### src/tsu_pkg.sv
`default_nettype none

package tsu_pkg;

	// video line or x pixel coordinate, 512 positions
	typedef logic [8:0] line_t;

	// DRAM page, the top bits of a DRAM word address
	typedef logic [7:0] page_t;

	// data word of DRAM and of both local memories
	typedef logic [15:0] word_t;

	// sprite file address, 85 descriptors of three words
	typedef logic [7:0] sf_addr_t;

	// tile map buffer address
	// slot[8:7], word in row[6:1], plane[0]
	typedef logic [8:0] tmb_addr_t;

	// DRAM word address
	typedef logic [20:0] dram_addr_t;

	// tile number, bits 11:6 give the bitmap row, 5:0 the column
	typedef logic [11:0] tile_num_t;

	// renderer palette
	typedef logic [3:0] pal_t;

	// graphics word within a bitmap line
	typedef logic [5:0] tsr_addr_t;

	// size code, 8 to 64 pixels in steps of 8
	typedef logic [2:0] xsize_t;

	// memory depths
	localparam int SF_WORDS = 256;
	localparam int TMB_WORDS = 512;

	// layers in scan order
	localparam int LAYERS = 6;
	localparam int LYR_TM = 0;
	localparam int LYR_S0 = 1;
	localparam int LYR_T0 = 2;
	localparam int LYR_S1 = 3;
	localparam int LYR_T1 = 4;
	localparam int LYR_S2 = 5;

	// sprite file address that ends all sprite layers
	localparam int SF_LAST = 255;

	// the prefetch works this many lines ahead of the render
	localparam int TM_LOOKAHEAD = 16;

	// sprite walker, one state per descriptor word read
	typedef enum logic [2:0] {
		SPR_NONE,
		SPR_R0_PRE,
		SPR_R0,
		SPR_R1_PRE,
		SPR_R1,
		SPR_R2
	} spr_state_e;

	// tile walker, read issued or descriptor on the bus
	typedef enum logic {
		TILE_PRE,
		TILE_VALID
	} tile_state_e;

endpackage

`default_nettype wire

### src/sprite_file.sv
`timescale 1ns/1ps
`default_nettype none

module sprite_file import tsu_pkg::*; (
	input  logic     clk,
	// cpu side
	input  sf_addr_t wr_addr,
	input  word_t    wr_data,
	input  logic     we,
	// walker side
	input  sf_addr_t rd_addr,
	output word_t    rd_data
);

	// 85 descriptors of three words, R0 R1 R2 in a row
	// the top word 255 is never part of a descriptor
	word_t mem [SF_WORDS];

	always_ff @(posedge clk)
	begin
		if (we)
			mem[wr_addr] <= wr_data;
		// one cycle read latency
		rd_data <= mem[rd_addr];
	end

endmodule

`default_nettype wire

### config.mk
export PLATFORM = sky130hd
export DESIGN_NAME = sprite_file
export DESIGN_NICKNAME = d
export VERILOG_FILES = /design/src/tsu_pkg.sv /design/src/sprite_file.sv
export SDC_FILE = /design/constraint.sdc
export NUM_CORES = 2
export LEC_CHECK = 0
export BUFFER_PORTS_ARGS = -buffer_cell sky130_fd_sc_hd__buf_2
export CORE_AREA = 4 4 669 505
export CTS_CLUSTER_SIZE = 40
export DETAILED_ROUTE_END_ITERATION = 8
export DIE_AREA = 0 0 673 509
export SLEW_MARGIN = 10
export SYNTH_ARGS = -nofsm -noshare
export SYNTH_HDL_FRONTEND = slang
export SYNTH_SLANG_ARGS = --single-unit
### constraint.sdc
create_clock -name clk -period 2.7 [get_ports clk]
set_input_delay 0 -clock clk [delete_from_list [all_inputs] [get_ports clk]]
set_output_delay 0 -clock clk [all_outputs]
set_load 0.03 [all_outputs]
After elaboration in Yosys (flattened, before gate mapping). Memories as Yosys holds them, arrays and structs flattened. A register that Yosys moved wholly into a read port is not among the register bits. Cells that the tools add are included.

Register bits: 0. RAM bits: 4096. Bits of input ports: 34. Output and inout bits: 16. Logic and storage cells: 3. Memories: 1.

Memories: mem (depth 256, width 16, rd ports 1, clocked after Yosys merged registers in 1, write ports 1, line sprite_file.sv:17) `word_t mem [SF_WORDS];`.

Muxes and demuxes: 2.

Operators by type and width (count): $mux W1 (2).

Longest topological paths before layout.
Word-level depth: 2. Depth in mapped cells: 12. Mapped depth without buffers: 6.

Least setup slack after synthesis. No wires, ideal clock.

Kind: input port to flip-flop. From: in wr_addr[3]. To: mem mem[235][0] (netlist name) (enable). Setup time: 388 ps. Arrival: 1777 ps. Required time: 2312 ps. Path slack: 535 ps. Stages: 6. Buffers on the path: 3. Cell sequence: clkbuf_1 -> nor2b_1 -> clkbuf_1 -> nand4_1 -> clkbuf_1 -> nor2_1.

RTL lines: start: declaration (line sprite_file.sv:7) `input sf_addr_t wr_addr,`; end: declaration (line sprite_file.sv:17).

Straight into the memory's write port.

==> metrics.sh <==
RUN_STATUS='completed'
IOS=50
BUFFER_PORTS.INSERTED=49
CTS_TREE='done'
CP.REQUIRED_NS=3.50
COMBPWRFRAC=0.057
SLEW_HEADROOM=0.0878
GLOBAL_ROUTE_WIRE_LENGTH_BEFORE_REPAIR_MM=621
MAX_CAP_VIOLATIONS=0
WORST_SETUP_PATH_START_KIND='register'
SYNTHESIS.AREA_PER_INSTANCE_UM2=21.6
GR-USAGE-MET1=0.392
CRITPATHTOPFAMILY='multiplexers'
FINALNETCOUNT=8297
CRITICAL_PATH_CELL_SEQUENCE='mux4_2 > mux4_2 > a22o_1 > o32ai_1 > buf_4 > nor4_1'
TOP_USAGE_LAYER='met1'
FINAL_PERIOD_MINUS_WORST_SETUP_SLACK_NS=2.67
POST_SYNTH_NUM_CELL_TYPES=52
VDD_IR_DROP_MAX_V=0.000596
P_SWITCHING_W=0.0282
SYNTH.FF_LATCH_COUNT=4112
PLACE_INST=12284
DETAILROUTE.VIA_COUNT=81786
SYNTH_XOR_XNOR_AREA_SHARE=0
SYNTH.LARGEST_AREA_CELL='edfxtp_1'
CLOCKPOWERSHARE=0.408
FIN_AREA_UM2=183000
DRT-VIAS-PER-INSTANCE=6.28
SYNTH_TOP_FAMILY_BY_AREA='multiplexers'
POST-LAYOUT-TOTAL-POWER_W=0.132
LAYOUT_WORST_PATH_CYCLE_SHARE=0.989
DOMINANT_CELL_BY_COUNT_IN_THE_SYNTHESIZED_NETLIST='edfxtp_1'
DIE-AREA_UM2=343000
PWR_DENSITY_CELL_nW_PER_UM2=719
INITIALDRTVIOLATIONCOUNT=11699
WORSTSETUPPATHTYPE='register to register'
DETAIL_ROUTE.FIRST_PASS.ITERATIONS=8
CLOCK_SKEW_NS=0.0534
P_LEAK_nW=58.9
AREAGROWTHSYNTHTOFINISH_PCT=15.4
SYNTH_TOP_AREA_SHARE=0.775
POWER.SHARE.SWITCHING=0.214
SYNTH.CELLS.MOST_FREQUENT='edfxtp_1, mux4_2, mux2i_1, nor2_1, o221ai_1'
ROWS=183
WORST_SETUP_HOLD_PATH_CLK_SLEW_NS=0.06
SYNTH_MUX_AREA_FRAC=0.155
YS.FLOP_TYPE='edfxtp_1'
POSTSYNTHCELLCOUNT=7360
SETUP_REPAIR_AFTER_GLOBAL_ROUTING_MISSED_ITS_MARGIN='false'
HOLD_CLASS='input pin to register'
WORST_PIN_SLEW_NS=1.35
GRTUSAGEMET2=0.367
TIMING_HOLD_VIOLATIONS_FINAL=0
PLACE_HPWL_MM=272
YS_TOP_CELLS_BY_AREA='edfxtp_1, mux4_2, mux2i_1'
SYNTH_ENABLE_FLOP_CELLS=4096
CORE_AREA_UM2=331000
SETUP.WORST_PATH.END_CLASS='register'
CTS-BUFFERS-INSERTED=391
GRT_PASS1_VIAS=78763
CLKLATENCYLATEPIN_NS=0.92
CRITICAL_PATH.MAX_STAGE_DELAY_NS=0.55
YOSYSSEQAREASHARE=0.777
INTERNAL_POWER_W=0.103
FINAL.HOLD.WORST_SLACK_NS=0.0797
GRT_USAGE=0.256
GR-USAGE-MET3=0.0636
MASTER_CELL_OF_THE_CLOCK_ROOT_BUFFER='clkbuf_16'
GRT_OVERFLOW=0
POST_SYNTH_INSTANCE_AREA_UM2=159000
FINAL_CELL_COUNT_NO_FILL=13031
CRIT_ARRIVAL_NS=3.47
GRT_START_MAX_NET_PINS=108
POST_CTS_BUFFERS=0
CTSLONGESTPATHBUFFERS=4
GP_CONGESTION=0.955
AVGROUTEDWIREPERCELL_UM=33.9
POST_SYNTH_AND_OR_NAND_NOR_AREA_FRACTION=0.0157
POST_ROUTE_DRC_VIOLATION_COUNT=0
SYNTH_ADDER_AREA_SHARE=0
CTS_NUM_SINKS=4112
TOTALNEGATIVESETUPSLACK_NS=0
WORST_PATH_MOST_REPEATED_CELL='mux4_2'
DIE_HEIGHT_UM=509
SLEW_VIOLATIONS=0
CRIT_BUF_INV=1
DRIVE_GT1_FRAC=0.290
ASYNC_RESET_FF_FRAC=0
SHARE_SEQ_OF_TOTAL_POWER=0.535
ROUTE.ANTENNA.REMAINING_NETS=0
TIMING.CRITICAL_PATH.FANOUT_MAX=2
CTS-HTREE-LEVELS=5
DIE_WIDTH_UM=673
REPORT.FINAL.SETUP_VIOL=0
COMPOUND_CELL_AREA_SHARE_OF_THE_YOSYS_NETLIST=0.0354
SYNTHESIS.NETS=7394
TOTALWIRELENGTH_MM=441
CRIT_SLOWEST_CELL='mux4_2'
STARTING_DENSITY_OF_THE_CORE=0.480
DETAILED_PLACE.AREA_UM2=170000
ANTENNA_VIOLATIONS_BEFORE_REPAIR=35
CLOCK.FMAX_MHz=375
YOSYS_WARNINGS=0
-- cells in the final DEF, fill, tap and decap left out, types with 28 or more instances in the layout --
cell type     n
a21oi_1     175
a22o_1       31
a22oi_1      41
buf_12      116
buf_2        28
buf_4       773
bufinv_16    32
clkbuf_1     88
clkbuf_16   401
clkinv_1     91
clkinv_2     62
edfxtp_1   4096
mux2_2       88
mux2i_1     565
mux4_2      797
nand2_1      37
nor2_1      206
nor2_2       97
nor3_1       89
o21ai_0      37
o221ai_1    252
o22ai_1     148
-- stage by stage --
step,setup WS [ns],utilization
4_1_cts,0.0236,0.553
2_1_floorplan,0.535,-
3_3_place_gp,-0.869,0.515
5_1_grt,0.0160,0.554
3_5_place_dp,-0.829,0.515
6_report,0.0302,0.554
-- flip-flops by register name (all words and copies together) (netlist names) --
name	count
mem	4096
rd_data	16
-- power by group through the flow --
stage | logic (W) | clock network, W | registers, W
after floorplan | 0.00347 | 0 | 0.0719
after global placement | 0.00725 | 0 | 0.0718
after detailed placement | 0.00735 | 0 | 0.0718
after CTS | 0.00741 | 0.0546 | 0.0705
after global routing | 0.00777 | 0.0574 | 0.0704
final | 0.00748 | 0.0537 | 0.0705
-- path summary, 6_finish.rpt --
kind / slack, ns / endpoint / depth (start not counted) / start
worst max register to register: 0.03 / rd_data[3] / 6 / mem[55][3]
worst min-delay path: 0.08 / mem[126][2] / 2 / wr_data[2]
worst min register to register: 1.06 / rd_data[8] / 6 / mem[208][8]
worst max-delay path: 0.03 / rd_data[3] / 6 / mem[55][3]
-- area by class of cell --
cell class | instances | area (um^2)
tap | 4440 | 5560
antenna | 17 | 42.5
multi-input combinational | 2792 | 33100
fill | 24771 | 148000
clock inverter | 212 | 1940
sequential | 4112 | 123000
clock buffer | 492 | 10400
timing repair buffer | 962 | 8810
inverter | 4 | 27.5
-- per-layer routing --
layer	part of all wire	vias up
met5	0.00012	-
met4	0.028	8
met3	0.11	643
met2	0.44	4287
met1	0.42	43730
li1	-	33118
-- what timing repair did --
action,4_1_cts,5_1_grt
resized for setup,4,6
endpoints found under the hold margin,4238,0
hold buffers,25,0
pin swaps,0,1
endpoints found under the setup margin,3,6
-- cells by family (layout without fill, tap and decap cells) --
| family | Yosys count | in the layout |
|---|---|---|
| other cells | 0 | 17 |
| mux | 1450 | 1450 |
| compound gates | 786 | 786 |
| flops | 4112 | 4112 |
| buf+inv | 456 | 1670 |
| simple gates | 556 | 556 |
No activity file was read; power rests on OpenSTA's default activity.
