<file path="config.mk">
export PLATFORM = sky130hd
export DESIGN_NAME = tile_fetch
export DESIGN_NICKNAME = d
export VERILOG_FILES = /design/src/tsu_pkg.sv /design/src/tile_fetch.sv
export SDC_FILE = /design/constraint.sdc
export NUM_CORES = 1
export LEC_CHECK = 0
export BUFFER_PORTS_ARGS = -buffer_cell sky130_fd_sc_hd__buf_2
export CORE_MARGIN = 8
export CORE_UTILIZATION = 40
export DETAILED_ROUTE_END_ITERATION = 8
export PLACE_DENSITY = 0.87
export SLEW_MARGIN = 20
export SYNTH_ARGS = -nofsm -noshare
export SYNTH_HDL_FRONTEND = slang
export SYNTH_SLANG_ARGS = --single-unit
</file>
<file path="constraint.sdc">
create_clock -name clk -period 7.42 [get_ports clk]
set_input_delay 1.113 -clock clk [delete_from_list [all_inputs] [get_ports clk]]
set_output_delay 1.113 -clock clk [all_outputs]
set_load 0.005 [all_outputs]
</file>
<file path="src/tsu_pkg.sv">
`default_nettype none

package tsu_pkg;

	// video line or x pixel coordinate, 512 positions
	typedef logic [8:0] line_t;

	// DRAM page, the top bits of a DRAM word address
	typedef logic [7:0] page_t;

	// data word of DRAM and of both local memories
	typedef logic [15:0] word_t;

	// sprite file address, 85 descriptors of three words
	typedef logic [7:0] sf_addr_t;

	// tile map buffer address
	// slot[8:7], word in row[6:1], plane[0]
	typedef logic [8:0] tmb_addr_t;

	// DRAM word address
	typedef logic [20:0] dram_addr_t;

	// tile number, bits 11:6 give the bitmap row, 5:0 the column
	typedef logic [11:0] tile_num_t;

	// renderer palette
	typedef logic [3:0] pal_t;

	// graphics word within a bitmap line
	typedef logic [5:0] tsr_addr_t;

	// size code, 8 to 64 pixels in steps of 8
	typedef logic [2:0] xsize_t;

	// memory depths
	localparam int SF_WORDS = 256;
	localparam int TMB_WORDS = 512;

	// layers in scan order
	localparam int LAYERS = 6;
	localparam int LYR_TM = 0;
	localparam int LYR_S0 = 1;
	localparam int LYR_T0 = 2;
	localparam int LYR_S1 = 3;
	localparam int LYR_T1 = 4;
	localparam int LYR_S2 = 5;

	// sprite file address that ends all sprite layers
	localparam int SF_LAST = 255;

	// the prefetch works this many lines ahead of the render
	localparam int TM_LOOKAHEAD = 16;

	// sprite walker, one state per descriptor word read
	typedef enum logic [2:0] {
		SPR_NONE,
		SPR_R0_PRE,
		SPR_R0,
		SPR_R1_PRE,
		SPR_R1,
		SPR_R2
	} spr_state_e;

	// tile walker, read issued or descriptor on the bus
	typedef enum logic {
		TILE_PRE,
		TILE_VALID
	} tile_state_e;

endpackage

`default_nettype wire

</file>
<file path="src/tile_fetch.sv">
`timescale 1ns/1ps
`default_nettype none

module tile_fetch import tsu_pkg::*; (
	input  logic       clk,
	input  logic       rst_n,
	input  logic       start,
	input  line_t      line,
	input  logic       tm_active,
	input  logic       t0_en,
	input  logic       t1_en,
	input  page_t      tmpage,
	input  line_t      t0y_offs,
	input  line_t      t1y_offs,
	input  logic       dram_next,
	output dram_addr_t dram_addr,
	output logic       dram_req,
	output logic       tm_end,
	output tmb_addr_t  tmb_waddr,
	output logic       tmb_we
);

	// tilemap x counter
	// bit 3 selects the plane, bits 2:0 the word in the burst
	logic [4:0] tm_x;
	logic       tm_done;
	line_t      tm_line;
	logic [5:0] tm_row;
	logic       tm_plane;
	logic       tm_last;

	// line being prefetched
	assign tm_line = line + line_t'(TM_LOOKAHEAD);
	assign tm_plane = tm_x[3];

	// tile row in the map, coarse y scroll of the plane added
	assign tm_row = tm_line[8:3] + (tm_plane ? t1y_offs[8:3] : t0y_offs[8:3]);

	// page, row, plane, burst by fine line, word
	// each of the 8 lines of a row fetches its own 8 tiles
	assign dram_addr = {tmpage, tm_row, tm_plane, tm_line[2:0], tm_x[2:0]};

	// slot by row of the prefetched line, then word in row, then plane
	assign tmb_waddr = {tm_line[4:3], tm_line[2:0], tm_x[2:0], tm_plane};

	// T1 words are 8..15, so the run stops at 16 when T1 is on
	assign tm_last = tm_x == (t1_en ? 5'd16 : 5'd8);

	// request drops on the last word
	// a late dram_next then cannot write past the run
	assign dram_req = tm_active && !tm_last;
	assign tmb_we = dram_next && dram_req;

	// single end pulse while the sequencer still shows TM active
	assign tm_end = tm_active && tm_last && !tm_done;

	always_ff @(posedge clk or negedge rst_n)
	begin
		if (!rst_n)
			tm_x <= 5'd8;
		else if (start)
			tm_x <= t0_en ? 5'd0 : 5'd8;
		else if (tmb_we)
			tm_x <= tm_x + 5'd1;
	end

	always_ff @(posedge clk or negedge rst_n)
	begin
		if (!rst_n)
			tm_done <= 1'b0;
		else if (start)
			tm_done <= 1'b0;
		else if (tm_end)
			tm_done <= 1'b1;
	end

endmodule

`default_nettype wire

</file>
Yosys cells after proc, flatten, opt, wreduce, memory -nomap -nowiden
Cells that the tools add are included.
Widths: inputs -> output; s select.
- bits in registers: 6
- input bits: 42
- output and inout bits: 33
- add/subtract/negate cells: 3
- equal/unequal tests: 1
- mux-type cells: 7
- reduce and logical (&&, ||, !) cells: 8
- operators with widths (kind ; count):
    $mux 5 ; 3
    $add 9x5->9 const B ; 1
    $add 6x6->6 ; 1
    $mux 6 ; 1
    $add 5x1->5 const B ; 1
    $eq 5x5->1 ; 1
    $logic_and 1x1->1 ; 4
    $mux 4 ; 1
    $reduce_bool 2->1 ; 2
    $logic_not 1->1 ; 2
    $mux 1 ; 2

Longest topological paths before layout
- depth after elaboration: 7
- mapped depth: 7
- gate-level depth less buffers: 7

Worst setup path after synthesis
OpenSTA, ideal clock, no wires.
- path type: in2out
- start point: in t1y_offs[3]
- end point: out dram_addr[11]
- arrival: 2426 ps
- data required time: 6307 ps
- setup slack: 3881 ps
- stages on the path: 6
- path through: mux2_2 > ha_1 > fa_1 > a21o_1 > a21oi_1 > xnor2_1
- longest elaborated chain between the ends: 2
- ends and longest elaborated chain (what ; RTL line ; source):
    start: declaration ; tile_fetch.sv:14 ; input line_t t1y_offs,
    $mux 6 ; tile_fetch.sv:37 ; assign tm_row = tm_line[8:3] + (tm_plane ? t1y_offs[8:3] : t0y_offs[8:3]);
    $add 6x6->6 ; tile_fetch.sv:37 ;
    end: declaration ; tile_fetch.sv:16 ; output dram_addr_t dram_addr,
Every way passes these cells.

Worst setup path in the final report
- start point: in t0y_offs[3]
- end point: out dram_addr[11]
- longest elaborated chain between the ends: 2
- ends and longest elaborated chain (what ; RTL line ; source):
    start: declaration ; tile_fetch.sv:13 ; input line_t t0y_offs,
    $mux 6 ; tile_fetch.sv:37 ;
    $add 6x6->6 ; tile_fetch.sv:37 ;
Every way passes these cells.

==> results.py <==
metrics = {
    "detailed_routing": {
        "dr.pass1.iters": 4,
        "wire_per_inst_um": 13.6,
        "via_count": 704,
        "viasPerCell": 4.86,
        "drt-total-wl_mm": 1.98,
        "drt_iter0_drc": 16,
        "ant_nets": 0,
        "drc": 0,
    },
    "floorplanning": {
        "row_count": 16,
        "die_h_um": 62.1,
        "dieArea_um2": 3860,
        "initial_utilization": 0.429,
        "io_pins": 75,
        "fp.dieW_um": 62.1,
        "fp.coreArea_um2": 1980,
    },
    "cts": {
        "cts_made_buffers": 3,
        "post_cts_buffers": 0,
        "htree_levels": 1,
        "cts_tree": "done",
        "cts_num_sinks": 6,
        "clock-root-buffer": "clkbuf_4",
        "clk_latency_ps": 240,
        "cts_resized": 0,
        "clock_path_buffers": 2,
        "ctsHoldBuffers": 0,
        "cts.clk_slew.worst_paths_ps": 50,
    },
    "timing": {
        "fin_hold_ws_ps": 499,
        "period_share": 0.515,
        "setup_tns_ps": 0,
        "rsz0062_at_grt": "false",
        "finClkSkew_ps": 8.84,
        "maxSlewHeadroom": 0.837,
        "fmax_mhz": 262,
        "fin_crit_ps": 3820,
        "setup_viol": 0,
        "worst_pin_slew_ps": 245,
        "final_max_slew_viol_count": 0,
        "hold_violations": 0,
    },
    "finish": {
        "fin_nets": 170,
        "n_antenna_cell": 0,
        "areaGrowthSynthToFinish_pct": 10.3,
        "drive_gt1_frac": 0.466,
        "nFillCells": 192,
    },
    "placed_design": {
        "gp_congestion": 0.792,
        "port_buffers": 43,
        "dp_hpwl_mm": 1.75,
    },
    "grt": {
        "grt_max_degree": 13,
        "grt_pass1_wl_mm": 3.26,
        "first_global_vias": 747,
        "grt-ovfl-total": 0,
        "grt_usage": 0.0972,
        "antenna_found_initial": 0,
    },
    "power": {
        "irDropWorstVdd_mv": 0.0716,
        "power_leakage_nw": 0.488,
        "cellPowerDensity_nw_per_um2": 144,
    },
    "yosys": {
        "postSynthAreaPerCell_um2": 8.86,
        "netlist_area_um2": 851,
        "synth-main-ff-cell": "dfrtp_1",
        "ys_ff_latch": 6,
        "synth-edff-count": 0,
        "netlist.top_cell.by_area": "buf_4",
        "yosysTopAreaCellShare": 0.203,
        "async_reset_ff_frac": 1.00,
        "synth-seq-area-share": 0.178,
        "synthCells": 96,
        "synth_area_leaders": "buf_4 (20%), dfrtp_1 (15%), ha_1 (12%)",
        "syn_nets": 147,
        "ys_types": 28,
        "yosys_warnings": 0,
    },
    "setup_path": {
        "cp_top_family": "adder cells",
        "slowest_stage": "fa_1",
        "cpMostUsedCell": "buf_2",
        "cp.arrival_ps": 2710,
        "critPathRequiredTime_ps": 6310,
        "crit_buf_inv": 2,
        "crit_type": "in -> out",
        "path_max_fanout": 3,
        "cp-start-kind": "input port",
        "crit_path_end_kind": "primary output",
        "worst_path_largest_cell_delay_ps": 410,
        "crit_chain": "buf_2 -> mux2_2 -> ha_1 -> fa_1 -> a21o_1 -> a21oi_1 -> xnor2_1 -> buf_2",
    },
    "job": {
        "maxCapViolCount": 0,
    },
    "status": {
        "status": "finished clean",
    },
    "min_path": {
        "hold_class": "reg -> reg",
    },
}
[cell usage in the layout (no fill, tap or decap), types with 2 or more instances in the layout]
cell type / n
or3_1: 2
buf_2: 43
a21oi_1: 6
ha_1: 8
xnor2_1: 7
clkbuf_4: 3
nand2_1: 4
nand3_1: 4
dfrtp_1: 5
a21o_1: 2
xor2_1: 2
mux2i_1: 3
nand2b_1: 3
o21ai_0: 2
inv_1: 3
nor2_1: 5
mux2_2: 5
[area by class of cell]
class | instances | area (um2) | share of cell area
well taps | 27 | 33.8 | 0.0360
multi-input cells | 62 | 500 | 0.533
flip-flops and latches | 6 | 151 | 0.161
clock buffers | 4 | 26.3 | 0.0280
repair buffers | 43 | 215 | 0.229
inverters | 3 | 11.3 | 0.0120
[through the flow]
step           instances  power, mW  setup WS, ps   util  cell area (um2)
2_1_floorplan         96     0.0871          3880      -              851
3_3_place_gp         141      0.102          3600  0.460              912
3_5_place_dp         141      0.104          3590  0.460              912
4_1_cts              145      0.138          3590  0.473              938
5_1_grt              145      0.147          3520  0.473              938
6_report             145      0.135          3600  0.473              938
[cells in the mapped netlist, drive strengths merged (3+ instances only)]
master / n
buf: 24
a21oi: 7
dfrtp: 5
nand2b: 3
xnor2: 7
nor2: 6
ha: 8
inv: 3
mux2: 6
mux2i: 3
nand3: 4
nand2: 4
[tightest hold or removal path, stage by stage, from the launching register on]
cell	delay, ps
dfrtp_1	340
a21oi_1	40
nor2_1	80
[where the power goes]
group / total (mW) / internal [mW] / switching, mW
Sequential: 0.0382 / 0.0349 / 0.00331
Combinational: 0.0646 / 0.0346 / 0.0300
Clock: 0.0325 / 0.0204 / 0.0121
Total: 0.135 / 0.0898 / 0.0454
[metal layers]
metal / vias to the layer above / track usage / part of all wire / wire length, um
met2: 31 / 0.175 / 0.51 / 1010
met3: 5 / 0.0376 / 0.10 / 205
met4: 0 / 0.0583 / 0.014 / 28
met1: 321 / 0.0908 / 0.37 / 734
met5: - / 0 / 0 / 0
li1: 347 / - / - / -
[logic make-up after synthesis]
family / share of synthesized area
flops: 0.178
compound gates: 0.101
mux: 0.119
buf+inv: 0.234
fa+ha+maj: 0.141
simple gates: 0.134
xor+xnor: 0.0927
[final timing paths]
| path | startpoint | endpoint | slack [ps] | cells past startpoint |
|---|---|---|---|---|
| setup / recovery | t0y_offs[3] | dram_addr[11] | 3600 | 8 |
| hold / removal | tm_done$_DFFE_PN0P_ | tm_done$_DFFE_PN0P_ | 500 | 2 |
| setup reg to reg | tm_x[3]$_DFFE_PN1P_ | tm_x[0]$_DFFE_PN0P_ | 5630 | 4 |
| hold reg to reg | tm_done$_DFFE_PN0P_ | tm_done$_DFFE_PN0P_ | 500 | 2 |
| max in group asynchronous | rst_n | tm_x[3]$_DFFE_PN1P_ | 6510 | 1 |
| min in group asynchronous | rst_n | tm_x[4]$_DFFE_PN0P_ | 680 | 1 |
[registers in the layout, summed over array words and instances (netlist names)]
| signal | count |
|---|---|
| tm_done | 1 |
| tm_x | 5 |
No activity file was read; power rests on OpenSTA's default activity.
