===== src/tsu_pkg.sv =====
`default_nettype none

package tsu_pkg;

	// video line or x pixel coordinate, 512 positions
	typedef logic [8:0] line_t;

	// DRAM page, the top bits of a DRAM word address
	typedef logic [7:0] page_t;

	// data word of DRAM and of both local memories
	typedef logic [15:0] word_t;

	// sprite file address, 85 descriptors of three words
	typedef logic [7:0] sf_addr_t;

	// tile map buffer address
	// slot[8:7], word in row[6:1], plane[0]
	typedef logic [8:0] tmb_addr_t;

	// DRAM word address
	typedef logic [20:0] dram_addr_t;

	// tile number, bits 11:6 give the bitmap row, 5:0 the column
	typedef logic [11:0] tile_num_t;

	// renderer palette
	typedef logic [3:0] pal_t;

	// graphics word within a bitmap line
	typedef logic [5:0] tsr_addr_t;

	// size code, 8 to 64 pixels in steps of 8
	typedef logic [2:0] xsize_t;

	// memory depths
	localparam int SF_WORDS = 256;
	localparam int TMB_WORDS = 512;

	// layers in scan order
	localparam int LAYERS = 6;
	localparam int LYR_TM = 0;
	localparam int LYR_S0 = 1;
	localparam int LYR_T0 = 2;
	localparam int LYR_S1 = 3;
	localparam int LYR_T1 = 4;
	localparam int LYR_S2 = 5;

	// sprite file address that ends all sprite layers
	localparam int SF_LAST = 255;

	// the prefetch works this many lines ahead of the render
	localparam int TM_LOOKAHEAD = 16;

	// sprite walker, one state per descriptor word read
	typedef enum logic [2:0] {
		SPR_NONE,
		SPR_R0_PRE,
		SPR_R0,
		SPR_R1_PRE,
		SPR_R1,
		SPR_R2
	} spr_state_e;

	// tile walker, read issued or descriptor on the bus
	typedef enum logic {
		TILE_PRE,
		TILE_VALID
	} tile_state_e;

endpackage

`default_nettype wire


===== src/layer_sequencer.sv =====
`timescale 1ns/1ps
`default_nettype none

module layer_sequencer import tsu_pkg::*; (
	input  logic       clk,
	input  logic       rst_n,
	input  logic       start,
	input  logic       v_ts,
	input  logic       v_pf,
	input  page_t      tsconf,
	input  logic       tm_end,
	input  logic [1:0] tile_end,
	input  logic [2:0] spr_end,
	// tile task
	input  logic       tile_go,
	input  line_t      tile_x,
	input  line_t      tile_line,
	input  tsr_addr_t  tile_addr,
	input  page_t      tile_page,
	input  pal_t       tile_pal,
	input  logic       tile_xf,
	// sprite task
	input  logic       spr_go,
	input  line_t      spr_x,
	input  line_t      spr_line,
	input  tsr_addr_t  spr_addr,
	input  xsize_t     spr_xs,
	input  logic       spr_xf,
	input  pal_t       spr_pal,
	input  page_t      spr_page,
	output logic       tm_active,
	output logic [1:0] tile_active,
	output logic [2:0] spr_active,
	// renderer
	output logic       tsr_go,
	output tsr_addr_t  tsr_addr,
	output line_t      tsr_line,
	output page_t      tsr_page,
	output line_t      tsr_x,
	output xsize_t     tsr_xs,
	output logic       tsr_xf,
	output pal_t       tsr_pal
);

	// one-hot scan position, walks up over skipped layers
	logic [LAYERS-1:0] layer;
	logic [LAYERS-1:0] layer_active;
	logic [LAYERS-1:0] layer_skip;
	logic [LAYERS-1:0] layer_enabled;
	logic [LAYERS-1:0] layer_allowed;
	logic [LAYERS-1:0] layer_end;
	logic              spr_sel;

	// enables from tsconf, windows from the video timing
	always_comb
	begin
		layer_enabled[LYR_TM] = tsconf[6] || tsconf[5];
		layer_enabled[LYR_S0] = tsconf[7];
		layer_enabled[LYR_T0] = tsconf[5];
		layer_enabled[LYR_S1] = tsconf[7];
		layer_enabled[LYR_T1] = tsconf[6];
		layer_enabled[LYR_S2] = tsconf[7];

		layer_allowed = {LAYERS{v_ts}};
		layer_allowed[LYR_TM] = v_pf;

		layer_end[LYR_TM] = tm_end;
		layer_end[LYR_S0] = spr_end[0];
		layer_end[LYR_T0] = tile_end[0];
		layer_end[LYR_S1] = spr_end[1];
		layer_end[LYR_T1] = tile_end[1];
		layer_end[LYR_S2] = spr_end[2];
	end

	always_ff @(posedge clk or negedge rst_n)
	begin
		if (!rst_n)
			layer <= '0;
		else if (start)
			layer <= LAYERS'(1);
		else if (|(layer & layer_skip))
			layer <= {layer[LAYERS-2:0], 1'b0};
	end

	always_ff @(posedge clk or negedge rst_n)
	begin
		if (!rst_n)
			layer_active <= '0;
		else if (start)
			layer_active <= '0;
		else
			layer_active <= layer & ~layer_skip;
	end

	// an end may come early, before its layer is reached
	always_ff @(posedge clk or negedge rst_n)
	begin
		if (!rst_n)
			layer_skip <= '1;
		else if (start)
			layer_skip <= ~(layer_enabled & layer_allowed);
		else
			layer_skip <= layer_skip | layer_end;
	end

	assign tm_active = layer_active[LYR_TM];
	assign tile_active = {layer_active[LYR_T1], layer_active[LYR_T0]};
	assign spr_active = {layer_active[LYR_S2], layer_active[LYR_S1], layer_active[LYR_S0]};

	// walkers check tsr_rdy and their own layer
	assign spr_sel = |spr_active;
	assign tsr_go = tile_go || spr_go;
	assign tsr_x = spr_sel ? spr_x : tile_x;
	// tiles are always 8 pixels wide
	assign tsr_xs = spr_sel ? spr_xs : 3'd0;
	assign tsr_xf = spr_sel ? spr_xf : tile_xf;
	assign tsr_page = spr_sel ? spr_page : tile_page;
	assign tsr_line = spr_sel ? spr_line : tile_line;
	assign tsr_addr = spr_sel ? spr_addr : tile_addr;
	assign tsr_pal = spr_sel ? spr_pal : tile_pal;

endmodule

`default_nettype wire


===== config.mk =====
export PLATFORM = sky130hd
export DESIGN_NAME = layer_sequencer
export DESIGN_NICKNAME = d
export VERILOG_FILES = /design/src/tsu_pkg.sv /design/src/layer_sequencer.sv
export SDC_FILE = /design/constraint.sdc
export NUM_CORES = 1
export LEC_CHECK = 0
export ABC_CLOCK_PERIOD_IN_PS = 1300
export BUFFER_PORTS_ARGS = -buffer_cell sky130_fd_sc_hd__buf_2
export CAP_MARGIN = 20
export CORE_UTILIZATION = 29
export DETAILED_ROUTE_END_ITERATION = 8
export PLACE_DENSITY = 0.72
export SLEW_MARGIN = 20
export SYNTH_ARGS = -nofsm -noshare
export SYNTH_HDL_FRONTEND = slang
export SYNTH_SLANG_ARGS = --single-unit

===== constraint.sdc =====
create_clock -name clk -period 1.3 [get_ports clk]
set_input_delay 0.195 -clock clk [delete_from_list [all_inputs] [get_ports clk]]
set_output_delay 0.195 -clock clk [all_outputs]
set_load 0.01 [all_outputs]

# Word-level counts from Yosys, hierarchy flattened

Index checks and enable logic that the tools add are counted.

Register bits: 18
Output and inout bits: 47
Logic and storage cells: 25

Muxes and demuxes: 11
Bitwise gates (word level): 6
Reduce and logical (&&, ||, !) cells: 5

Operators with widths:

| cell               | count |
|---|---|
| 2-to-1 mux 6 bit   | 5 |
| bitwise AND 6 bit  | 3 |
| 2-to-1 mux 9 bit   | 2 |
| NOT 6 bit          | 2 |
| 2-to-1 mux 8 bit   | 1 |
| bitwise OR 6 bit   | 1 |
| OR reduction 6 bit | 1 |
| 2-to-1 mux 4 bit   | 1 |
| 2-to-1 mux 3 bit   | 1 |
| OR reduction 3 bit | 1 |
| logical OR 1 bit   | 2 |
| nonzero test 2 bit | 1 |
| 2-to-1 mux 1 bit   | 1 |

# Longest topological paths before layout

Word-level depth: 4
Depth in mapped cells: 4
Mapped depth without buffers: 3

# Worst setup path before layout

OpenSTA, ideal clock, no wires.

Path kind: register to output
From: register layer_active[3]
To: output tsr_addr[4]
Arrival: 1,309 ps
Path slack: -204 ps
Cell stages (with the launch flop): 4
Path through: dfrtp_1 -> nor3_1 -> buf_2 -> mux2_2

Word-level cells in the longest chain between the ends: 2

RTL lines:

| element                | RTL line               | source |
|---|---|---|
| from (decl)            | layer_sequencer.sv:47  | `logic [LAYERS-1:0] layer_active;` |
| from (signal assigned) | layer_sequencer.sv:92  | `layer_active <= layer & ~layer_skip;` |
| OR reduction 3 bit     | layer_sequencer.sv:111 | `assign spr_sel = \|spr_active;` |
| 2-to-1 mux 6 bit       | layer_sequencer.sv:119 | `assign tsr_addr = spr_sel ? spr_addr : tile_addr;` |
| to (decl)              | layer_sequencer.sv:36  | `output tsr_addr_t tsr_addr,` |

No other way between the ends.

# Worst setup path in the final report

From: register layer_active[3]
To: output tsr_x[5]

Word-level cells in the longest chain between the ends: 2

RTL lines:

| element            | RTL line               | source |
|---|---|---|
| OR reduction 3 bit | layer_sequencer.sv:111 |  |
| 2-to-1 mux 9 bit   | layer_sequencer.sv:113 | `assign tsr_x = spr_sel ? spr_x : tile_x;` |
| to (decl)          | layer_sequencer.sv:39  | `output line_t tsr_x,` |

No other way between the ends.

==> reports/results.tsv <==
metric	value	unit
status	complete, but fails checks	
violations	negative setup slack	
holdWs	104	ps
core	3770	um^2
finalHoldViolations	0	
ioPinCount	145	
drv_slew	0	
min_period	1850	ps
clock-sinks	18	
grt_pass1_vias	1266	
synth_area_leaders	mux2_2 40%, dfrtp_1 25%, dfstp_2 13%	
synthFlopType	dfrtp_1	
grt_max_degree	41	
fin_nets	355	
synth-xor-area-share	0	
arrival	1650	ps
cp.depth	5	
min_path_cells	2	
synth.top_cells.by_count	42 x mux2_2, 12 x dfrtp_1, 10 x nor2b_1, 6 x dfstp_2, 5 x buf_2	
cts_root_buffer	clkbuf_8	
post-route-cell-area	2590	um^2
critPathLaunchType	flop	
yosysMostFrequentCell	mux2_2	
worst_slack	-549	ps
cp.required	1110	ps
leakagePower	1.46	nW
cts_tree	built	
tightest_slew	386	ps
path_clk_slew	60	ps
cpPeakStageDelay	400	ps
syn_avg_cell_area	11.9	um^2
clockBufferDepth	2	
gp_congestion	0.757	
antenna_found_initial	0	
htreeDepth	1	
netlist_instances	99	
port-buffer-count	139	
ir_worst_vdd	664	uV
synth.net_count	197	
synth_area	1180	um^2
reg2reg_depth	4	
synth_top_area_frac	0.400	
n_antenna_cell	0	
overflow	0	
synthAdderAreaFrac	0	
wire_per_inst	18.4	um
via_count	1452	
fin_skew	2.76	ps
synth_edf_count	0	
synth_top_family_by_area	multiplexers	
slew_headroom	0.743	
drtIter0Drc	27	
drc	0	
synth_cell_types	22	
syn2layout_area_growth	119	%
synth-seq-cells	18	
ys_seq_area_frac	0.388	
worstSetupPathType	reg -> out	
critical_path_peak_fanout	7	
fmax	0.541	GHz
synth-async-reset-ratio	1.00	
grt_use_total	0.195	
crit_chain	nor3_4 > buf_12 > buf_8 > mux2_2 > buf_6	
vias_per_cell	4.79	
fillers	283	
period_share	1.42	
slowest_stage	dfrtp_1	
wl	5580	um
dpl.hpwl	3580	um
synth_area_leader_cell	mux2_2	
rsz0062_at_grt	yes	
drive_gt1_frac	0.835	
drt-pass1-iter-count	5	
final_util	0.686	
finalSetupViolCount	45	
dieArea	4330	um^2
cap_violations	0	
yosys_warnings	0	
fp-row-count	22	
start_util	0.313	
drtAntennaViolNets	0	
yosys.area_share.simple	0.114	
synth_compound_area_frac	0.0731	
placed_area	2040	um^2
grt_pass1_wl	6180	um
synth_mux_area_frac	0.400	
die_w	65.8	um
critPathBufInv	3	
die_y	65.8	um
cts_made_buffers	3	
cp_top_family	buffers and inverters	
hold_path_class	in -> reg	
end_kind	primary output	
power_density	667	nW/um^2
insertion_delay	250	ps
==> layout make-up <==
type | instances | area, um^2 | share of cell area
multi-input cells | 75 | 841 | 0.325
flip-flops and latches | 18 | 458 | 0.177
clock buffers | 3 | 41.3 | 0.0159
well taps | 48 | 60.1 | 0.0232
repair buffers | 159 | 1190 | 0.459
==> flip-flops by register name, summed over array words and instances, names as in the netlist <==
name and count:
layer 6, layer_skip 6, layer_active 6
==> path summary, 6_finish.rpt <==
kind | to | slack, ps | start
setup / recovery | tsr_x[5] | -550 | layer_active[3]
hold / removal | layer_skip[4] | 100 | tsconf[6]
setup reg to reg | layer[5] | -90 | layer[3]
hold reg to reg | layer[2] | 540 | layer[2]
max in group asynchronous | layer_skip[1] | 600 | rst_n
min in group asynchronous | layer[0] | 390 | rst_n
==> where the power goes <==
group          switching [mW]  total, mW  leakage [nW]  internal [mW]
combinational           0.272      0.728          1.21          0.456
clock                   0.175      0.381        0.0216          0.206
sequential             0.0190      0.617         0.226          0.598
total                   0.466       1.73          1.46           1.26
==> timing repair <==
action	CTS	global route
gates resized for setup	11	56
pin swaps	1	2
gates cloned	0	6
setup endpoints to repair	45	45
hold endpoints to repair	12	0
buffers inserted	0	3
hold buffers	1	0
==> layout by cell type, fill, tap and decap left out, types with 2 or more instances in the layout <==
cell and count:
buf_12 3, buf_4 10, dfrtp_1 12, a31oi_1 2, mux2_2 8, nor2b_1 10, buf_2 102, mux2_4 34
nor3_1 2, o31a_1 3, buf_8 2, clkbuf_16 3, nor3b_1 3, clkbuf_8 3, dfstp_2 6, buf_6 38
==> metrics by stage <==
stage	setup WS [ps]	setup TNS [ps]	total power, mW	cells
floorplan	-124	-4310	0.864	99
global placement	-260	-9590	1.14	290
detailed placement	-283	-10260	1.15	290
CTS	-561	-21260	1.57	294
global route	-594	-22850	1.80	303
finish	-549	-20740	1.73	303
==> routing by layer <==
metal	wire length (um)	up-vias	GRT usage
met5	0	-	0
met2	3050	81	0.393
li1	-	683	-
met3	451	16	0.0466
met4	199	0	0.0815
met1	1870	672	0.182
==> cells by family after synthesis <==
kind of cell	Yosys count
mux	42
compound gates	11
simple gates	22
flops	18
buf+inv	6
No activity file was read; power rests on OpenSTA's default activity.
