$ cat src/tsu_pkg.sv
`default_nettype none

package tsu_pkg;

	// video line or x pixel coordinate, 512 positions
	typedef logic [8:0] line_t;

	// DRAM page, the top bits of a DRAM word address
	typedef logic [7:0] page_t;

	// data word of DRAM and of both local memories
	typedef logic [15:0] word_t;

	// sprite file address, 85 descriptors of three words
	typedef logic [7:0] sf_addr_t;

	// tile map buffer address
	// slot[8:7], word in row[6:1], plane[0]
	typedef logic [8:0] tmb_addr_t;

	// DRAM word address
	typedef logic [20:0] dram_addr_t;

	// tile number, bits 11:6 give the bitmap row, 5:0 the column
	typedef logic [11:0] tile_num_t;

	// renderer palette
	typedef logic [3:0] pal_t;

	// graphics word within a bitmap line
	typedef logic [5:0] tsr_addr_t;

	// size code, 8 to 64 pixels in steps of 8
	typedef logic [2:0] xsize_t;

	// memory depths
	localparam int SF_WORDS = 256;
	localparam int TMB_WORDS = 512;

	// layers in scan order
	localparam int LAYERS = 6;
	localparam int LYR_TM = 0;
	localparam int LYR_S0 = 1;
	localparam int LYR_T0 = 2;
	localparam int LYR_S1 = 3;
	localparam int LYR_T1 = 4;
	localparam int LYR_S2 = 5;

	// sprite file address that ends all sprite layers
	localparam int SF_LAST = 255;

	// the prefetch works this many lines ahead of the render
	localparam int TM_LOOKAHEAD = 16;

	// sprite walker, one state per descriptor word read
	typedef enum logic [2:0] {
		SPR_NONE,
		SPR_R0_PRE,
		SPR_R0,
		SPR_R1_PRE,
		SPR_R1,
		SPR_R2
	} spr_state_e;

	// tile walker, read issued or descriptor on the bus
	typedef enum logic {
		TILE_PRE,
		TILE_VALID
	} tile_state_e;

endpackage

`default_nettype wire

$ cat src/tile_walker.sv
`timescale 1ns/1ps
`default_nettype none

module tile_walker import tsu_pkg::*; (
	input  logic       clk,
	input  logic       rst_n,
	input  logic       start,
	input  line_t      line,
	input  logic [1:0] tile_active,
	input  logic       t0_en,
	input  logic [1:0] tsconf_zero,
	input  logic [5:0] num_tiles,
	input  line_t      t0x_offs,
	input  line_t      t1x_offs,
	input  line_t      t0y_offs,
	input  line_t      t1y_offs,
	input  page_t      t0gpage,
	input  page_t      t1gpage,
	input  logic [1:0] t0_palsel,
	input  logic [1:0] t1_palsel,
	input  word_t      tmb_rdata,
	input  logic       tsr_rdy,
	output tmb_addr_t  tmb_raddr,
	output logic       tile_go,
	output logic [1:0] tile_end,
	output line_t      tile_x,
	output line_t      tile_line,
	output tsr_addr_t  tile_addr,
	output page_t      tile_page,
	output pal_t       tile_pal,
	output logic       tile_xf
);

	// one-hot plane, bit 0 is T0, zero once T1 has ended
	logic [1:0]  t_layer;
	tile_state_e state;
	// tile column, one ahead of the descriptor on tmb_rdata
	logic [5:0]  tx;

	logic        t_sel;
	line_t       tx_offs;
	logic [2:0]  ty_offs;
	logic [4:0]  t_line;
	tile_num_t   t_tnum;
	logic [1:0]  t_pal;
	logic        t_yflp;
	logic        in_valid;
	logic        tile_ok;
	logic        tile_good;
	logic        tile_skip;
	logic        tile_wait;
	logic        t_allowed;
	logic        t_layer_end;
	logic        t_layer_start;

	// tile descriptor
	assign t_tnum = tmb_rdata[11:0];
	assign t_pal = tmb_rdata[13:12];
	assign tile_xf = tmb_rdata[14];
	assign t_yflp = tmb_rdata[15];

	// per plane settings
	assign t_sel = t_layer[0];
	assign tx_offs = t_sel ? t0x_offs : t1x_offs;
	assign ty_offs = t_sel ? t0y_offs[2:0] : t1y_offs[2:0];

	// fine y scroll may carry into the next row slot
	assign t_line = line[4:0] + {2'b00, ty_offs};
	assign tmb_raddr = {t_line[4:3], tx + tx_offs[8:3], ~t_sel};

	// zero tile only with its plane's zero enable
	assign tile_ok = (|t_tnum) || (t_sel ? tsconf_zero[0] : tsconf_zero[1]);
	assign in_valid = state == TILE_VALID;
	assign tile_good = in_valid && tile_ok;
	assign tile_skip = in_valid && !tile_ok;

	// go only for the active plane with the renderer free
	assign t_allowed = (|(tile_active & t_layer)) && tsr_rdy;
	assign tile_go = tile_good && t_allowed;
	assign tile_wait = tile_good && !t_allowed;

	// plane done once the last column is taken or skipped
	// num_tiles of 0 walks all 64 columns
	assign t_layer_end = in_valid && !tile_wait && (tx == num_tiles);
	assign tile_end = {2{t_layer_end}} & t_layer;
	assign t_layer_start = start || t_layer_end;

	// renderer task
	assign tile_x = {tx - 6'd1, 3'd0} - {6'd0, tx_offs[2:0]};
	assign tile_line = {t_tnum[11:6], t_line[2:0] ^ {3{t_yflp}}};
	assign tile_addr = t_tnum[5:0];
	assign tile_page = t_sel ? t0gpage : t1gpage;
	assign tile_pal = {t_sel ? t0_palsel : t1_palsel, t_pal};

	always_ff @(posedge clk or negedge rst_n)
	begin
		if (!rst_n)
			t_layer <= 2'b00;
		else if (start)
			t_layer <= t0_en ? 2'b01 : 2'b10;
		else if (t_layer_end)
			t_layer <= {t_layer[0], 1'b0};
	end

	// a stalled tile steps back and is read again
	always_ff @(posedge clk or negedge rst_n)
	begin
		if (!rst_n)
			state <= TILE_PRE;
		else if (t_layer_start || tile_wait)
			state <= TILE_PRE;
		else
			state <= TILE_VALID;
	end

	always_ff @(posedge clk or negedge rst_n)
	begin
		if (!rst_n)
			tx <= 6'd0;
		else if (t_layer_start)
			tx <= 6'd0;
		else if (!in_valid || tile_skip || tile_go)
			tx <= tx + 6'd1;
		else if (tile_wait)
			tx <= tx - 6'd1;
	end

endmodule

`default_nettype wire

$ cat config.mk
export PLATFORM = sky130hd
export DESIGN_NAME = tile_walker
export DESIGN_NICKNAME = d
export VERILOG_FILES = /design/src/tsu_pkg.sv /design/src/tile_walker.sv
export SDC_FILE = /design/constraint.sdc
export NUM_CORES = 1
export LEC_CHECK = 0
export ABC_CLOCK_PERIOD_IN_PS = 2400
export BUFFER_PORTS_ARGS = -buffer_cell sky130_fd_sc_hd__buf_2
export CAP_MARGIN = 0
export CORE_UTILIZATION = 38
export DETAILED_ROUTE_END_ITERATION = 8
export PLACE_DENSITY_LB_ADDON = 0.25
export REMOVE_ABC_BUFFERS = 1
export SLEW_MARGIN = 10
export SYNTH_ARGS = -nofsm -noshare
export SYNTH_HDL_FRONTEND = slang
export SYNTH_SLANG_ARGS = --single-unit
$ cat constraint.sdc
create_clock -name clk -period 2.4 [get_ports clk]
set_input_delay 0 -clock clk [delete_from_list [all_inputs] [get_ports clk]]
set_output_delay 0 -clock clk [all_outputs]
set_load 0.01 [all_outputs]
### Word-level counts from Yosys, hierarchy flattened

Cells that the tools add are included.

| word-level totals | value |
|---|---|
| flip-flop bits (word level) | 9 |
| bits of input ports | 96 |
| output and inout bits | 49 |
| word-level logic and storage cells | 45 |

| cells by class | value |
|---|---|
| add/subtract/negate cells | 5 |
| equality and inequality tests | 1 |
| muxes and demuxes | 12 |
| bitwise operators | 4 |
| reduce and logical (&&, ||, !) cells | 20 |

Operator list:

| kind | number |
|---|---|
| 6-bit two-way mux | 3 |
| 12-bit OR reduction | 1 |
| 9-bit two-way mux | 1 |
| 9-bit by 3-bit subtractor with 9-bit output | 1 |
| 2-bit two-way mux | 4 |
| 8-bit two-way mux | 1 |
| 1-bit logical AND | 7 |
| 6-bit by 1-bit adder with 6-bit output (second input constant) | 1 |
| 6-bit adder | 1 |
| 6-bit equality test | 1 |
| 6-bit by 1-bit subtractor with 6-bit output (second input constant) | 1 |
| 5-bit by 3-bit adder with 5-bit output | 1 |
| 1-bit logical OR | 5 |
| 2-bit bitwise AND | 2 |
| 1-bit logical NOT | 4 |
| 3-bit two-way mux | 1 |
| 3-bit nonzero test | 1 |
| 3-bit XOR | 1 |
| 1-bit two-way mux | 2 |
| 2-bit nonzero test | 1 |
| 2-bit OR reduction | 1 |
| 1-bit inverter | 1 |

### Depth between registers and ports, before layout

| depth | value |
|---|---|
| word-level depth | 11 |
| mapped depth | 10 |
| depth with buffers taken out | 8 |

### Worst setup path after synthesis

No wires, ideal clock.

| timing | value |
|---|---|
| kind | register to output |
| start point | register t_layer[0] |
| end point | output tmb_raddr[6] |
| arrival time | 2.202 ns |
| data required time | 2.400 ns |
| path slack | 0.198 ns |
| cell stages (with the launch flop) | 10 |
| path buffers | 2 |
| cells stage by stage | dfrtp_1 -> buf_6 -> clkbuf_1 -> mux2i_1 -> inv_1 -> ha_1 -> a21o_1 -> a21oi_1 -> o21ai_0 -> xnor2_1 |

| on the way | value |
|---|---|
| longest elaborated chain between the ends | 2 |

Ends and longest elaborated chain:

| element | line | text |
|---|---|---|
| start, declared | tile_walker.sv:35 | `logic [1:0] t_layer;` |
| start signal, assigned | tile_walker.sv:100 | `t_layer <= t0_en ? 2'b01 : 2'b10;` |
| start signal, assigned | tile_walker.sv:102 | `t_layer <= {t_layer[0], 1'b0};` |
| 9-bit two-way mux | tile_walker.sv:64 | `assign tx_offs = t_sel ? t0x_offs : t1x_offs;` |
| 6-bit adder | tile_walker.sv:69 | `assign tmb_raddr = {t_line[4:3], tx + tx_offs[8:3], ~t_sel};` |
| end, declared | tile_walker.sv:23 | `output tmb_addr_t tmb_raddr,` |

Every way passes these cells.

### Worst setup path in the final report

| timing | value |
|---|---|
| start point | register t_layer[0] |
| end point | output tmb_raddr[5] |

Same word-level chain as after synthesis.

==> load_flow_metrics.sql <==
INSERT INTO impl_metrics (metric_group, metric, value, unit) VALUES
('timing', 'report.final.setup_viol', '0', ''),
('synth', 'number_of_enable_flip_flop_cells_after_synthesis', '0', ''),
('detailed_routing', 'first_iter_violations', '69', ''),
('timing', 'finalSetupTns', '0', 'ns'),
('synth', 'synth_top_family_by_area', 'multiplexers', ''),
('global_route', 'grt_antenna_before_repair', '0', ''),
('power_and_ir_drop', 'comb_power_share', '64.7', '%'),
('synth', 'yosys_register_bits', '9', ''),
('layout', 'n_fill_cell', '394', ''),
('placed_design', 'place.detailed.instances', '338', ''),
('power_and_ir_drop', 'powerDensity', '474.8', 'nW/µm²'),
('synth', 'ys_async_sr_fraction', '100.0', '%'),
('floorplanning', 'fp-row-count', '23', ''),
('timing', 'fmax', '436.6', 'MHz'),
('worst_setup_path', 'timing.setup.critical_path_class', 'reg -> out', ''),
('synth', 'synth_simple_gate_area_share', '16.00', '%'),
('layout', 'layout-drive-gt1-share', '53.24', '%'),
('timing', 'hold_violations', '0', ''),
('detailed_routing', 'detail_route.drc_violations', '0', ''),
('power_and_ir_drop', 'power_total', '1071', 'µW'),
('detailed_routing', 'wirelength', '4.193', 'mm'),
('power_and_ir_drop', 'switching_share', '41.19', '%'),
('worst_setup_path', 'cp-start-kind', 'flip-flop', ''),
('synth', 'synth.most_common_cell', 'sky130_fd_sc_hd__xnor2_1', ''),
('floorplanning', 'top_level_ports', '145', ''),
('clocking', 'cts_buffer_depth', '2', ''),
('worst_setup_path', 'endpoint_kind', 'output port', ''),
('timing', 'fin_skew', '0.005366', 'ns'),
('global_route', 'grt.total_usage', '18.87', '%'),
('clocking', 'cts_max_level', '1', ''),
('layout', 'nets', '405', ''),
('power_and_ir_drop', 'internal-power', '630.0', 'µW'),
('synth', 'post_synth_most_frequent_cells', 'sky130_fd_sc_hd__xnor2_1 (19), sky130_fd_sc_hd__mux2_2 (17), sky130_fd_sc_hd__buf_4 (16)', ''),
('global_route', 'grt_start_max_net_pins', '17', ''),
('timing', 'final.hold.worst_slack', '0.00002194', 'ns'),
('power_and_ir_drop', 'p_sw', '441.2', 'µW'),
('synth', 'synth-seq-area-share', '13.85', '%'),
('power_and_ir_drop', 'p_clk_share', '17.0', '%'),
('outcome', 'status', 'finished, final reports clean', ''),
('layout', 'antenna-diode-count', '0', ''),
('synth', 'syn_avg_cell_area', '8.840', 'µm²'),
('detailed_routing', 'detail-route-antenna-nets', '0', ''),
('clocking', 'cts_root_buf', 'sky130_fd_sc_hd__clkbuf_8', ''),
('worst_hold_path', 'holdPathStages', '0', ''),
('clocking', 'clock_network_latency_to_the_later_pin_of_the_worst_skew_pair', '0.24', 'ns'),
('power_and_ir_drop', 'p_leak', '0.001183', 'µW'),
('synth', 'area_leader_netlist', 'sky130_fd_sc_hd__dfrtp_1', ''),
('detailed_routing', 'routedWlPerCell', '12.22', 'µm'),
('synth', 'synth-xor-area-share', '15.08', '%'),
('floorplanning', 'floorplan.die.width', '67.43', 'µm'),
('floorplanning', 'dieHeight', '67.43', 'µm'),
('clocking', 'clk_transition_reported_paths', '0.04', 'ns'),
('power_and_ir_drop', 'seq_power_share', '18.3', '%'),
('synth', 'ys.flop_type', 'sky130_fd_sc_hd__dfrtp_1', ''),
('timing', 'rsz_0062_raised_after_global_routing', 'yes', ''),
('synth', 'synth_adder_area_share', '12.46', '%'),
('timing', 'worst_pin_slew', '0.4854', 'ns'),
('layout', 'layout.cells.non_filler', '343', ''),
('synth', 'yosysTopAreaCellShare', '13.85', '%'),
('timing', 'final_max_slew_viol_count', '0', ''),
('timing', 'timing.max_slew.rel_slack', '67.61', '%'),
('placed_design', 'place_hpwl', '3.562', 'mm'),
('clocking', 'numClockSinks', '9', ''),
('global_route', 'first_global_vias', '1529', ''),
('floorplanning', 'core_area', '4058', 'µm²'),
('clocking', 'cts_post_setup_buffers_inserted', '0', ''),
('timing', 'timing.final.crit_share', '95.43', '%'),
('power_and_ir_drop', 'vdd.ir_drop.worst', '0.2275', 'mV'),
('global_route', 'grt_remaining_overflow', '0', ''),
('detailed_routing', 'drtPass1Iterations', '4', ''),
('floorplanning', 'start_util', '40.09', '%');
-- flip-flops by register name, indices dropped and copies added (netlist names) --
name      count
in_valid      1
t_layer       2
tx            6
-- layout by cell type, fill, tap and decap left out, types with 3 or more instances in the layout --
cell type                    n
sky130_fd_sc_hd__a21o_1      4
sky130_fd_sc_hd__a21oi_1     6
sky130_fd_sc_hd__and3_1      3
sky130_fd_sc_hd__buf_2     122
sky130_fd_sc_hd__buf_4       5
sky130_fd_sc_hd__clkbuf_8    3
sky130_fd_sc_hd__dfrtp_1     9
sky130_fd_sc_hd__ha_1       13
sky130_fd_sc_hd__inv_1      10
sky130_fd_sc_hd__mux2_2     17
sky130_fd_sc_hd__mux2i_1     6
sky130_fd_sc_hd__nand2_1     8
sky130_fd_sc_hd__nand2b_1    3
sky130_fd_sc_hd__nand3_1     3
sky130_fd_sc_hd__nor2_1      7
sky130_fd_sc_hd__nor3_1      4
sky130_fd_sc_hd__nor4_1      3
sky130_fd_sc_hd__nor4b_1     4
sky130_fd_sc_hd__o21ai_0     6
sky130_fd_sc_hd__xnor2_1    19
sky130_fd_sc_hd__xor2_1      9
-- through the flow --
stage	instance area (µm²)	setup slack (ns)	utilization [%]
2_1_floorplan	1458	0.09779	-
3_3_place_gp	2188	0.3749	53.93
3_5_place_dp	2188	0.3577	53.93
4_1_cts	2243	0.08723	55.29
5_1_grt	2256	-0.01843	55.60
6_report	2256	0.1097	55.60
-- cell families after synthesis --
logic type               after synthesis
buffers and inverters                 34
multiplexers                          24
flip-flops                             9
adder cells (fa/ha/maj)               15
XOR/XNOR                              28
AO/OA/AOI/OAI                         28
AND/OR/NAND/NOR                       46
-- power groups by stage --
stage	registers (µW)	clock network, µW	logic [µW]
after global routing	199	194	767
final	196	182	693
after floorplan	212	0	400
after CTS	196	182	699
after detailed placement	198	0	695
after global placement	198	0	685
-- critical path: stages, from the launching register on --
cell                      delay, ns
sky130_fd_sc_hd__dfrtp_1       0.39
sky130_fd_sc_hd__buf_4         0.20
sky130_fd_sc_hd__mux2_2        0.34
sky130_fd_sc_hd__ha_1          0.20
sky130_fd_sc_hd__inv_1         0.07
sky130_fd_sc_hd__fa_1          0.20
sky130_fd_sc_hd__inv_1         0.05
sky130_fd_sc_hd__a21o_1        0.17
sky130_fd_sc_hd__a21oi_1       0.16
sky130_fd_sc_hd__xnor2_1       0.13
sky130_fd_sc_hd__buf_2         0.14
-- final cells by class --
class,count,area [µm²],area share [%]
Multi-Input combinational cell,141,1207,53.52
Timing Repair Buffer,129,678.2,30.06
Sequential cell,9,225.2,9.983
Tap cell,50,62.56,2.773
Clock buffer,4,45.04,1.997
Inverter,10,37.54,1.664
-- worst paths after layout --
path / startpoint / end / slack [ns]
min in group asynchronous: rst_n / tx[3] / 0.14
worst max-delay path: t_layer[0] / tmb_raddr[5] / 0.11
worst min register to register: tx[0] / tx[0] / 0.60
max in group asynchronous: rst_n / tx[1] / 2.07
worst max register to register: tx[2] / tx[2] / 0.51
worst min-delay path: tmb_rdata[13] / tile_pal[1] / 0.00002
-- per-layer routing --
layer  vias to the layer above  global-route usage [%]  part of all wire, %
met3                         0                   4.899                  7.0
met5                         -                       0                    0
li1                        851                       -                    -
met1                       762                   20.06                   40
met2                        77                   37.00                   53
met4                         0                   3.191                    0
-- what timing repair did --
item | 4_1_cts | 5_1_grt
endpoints found under the setup margin | 0 | 2
hold endpoints to repair | 9 | 0
resized for setup | 0 | 2
hold buffers | 1 | 0
Note: power is estimated with default switching activity, not from simulation.
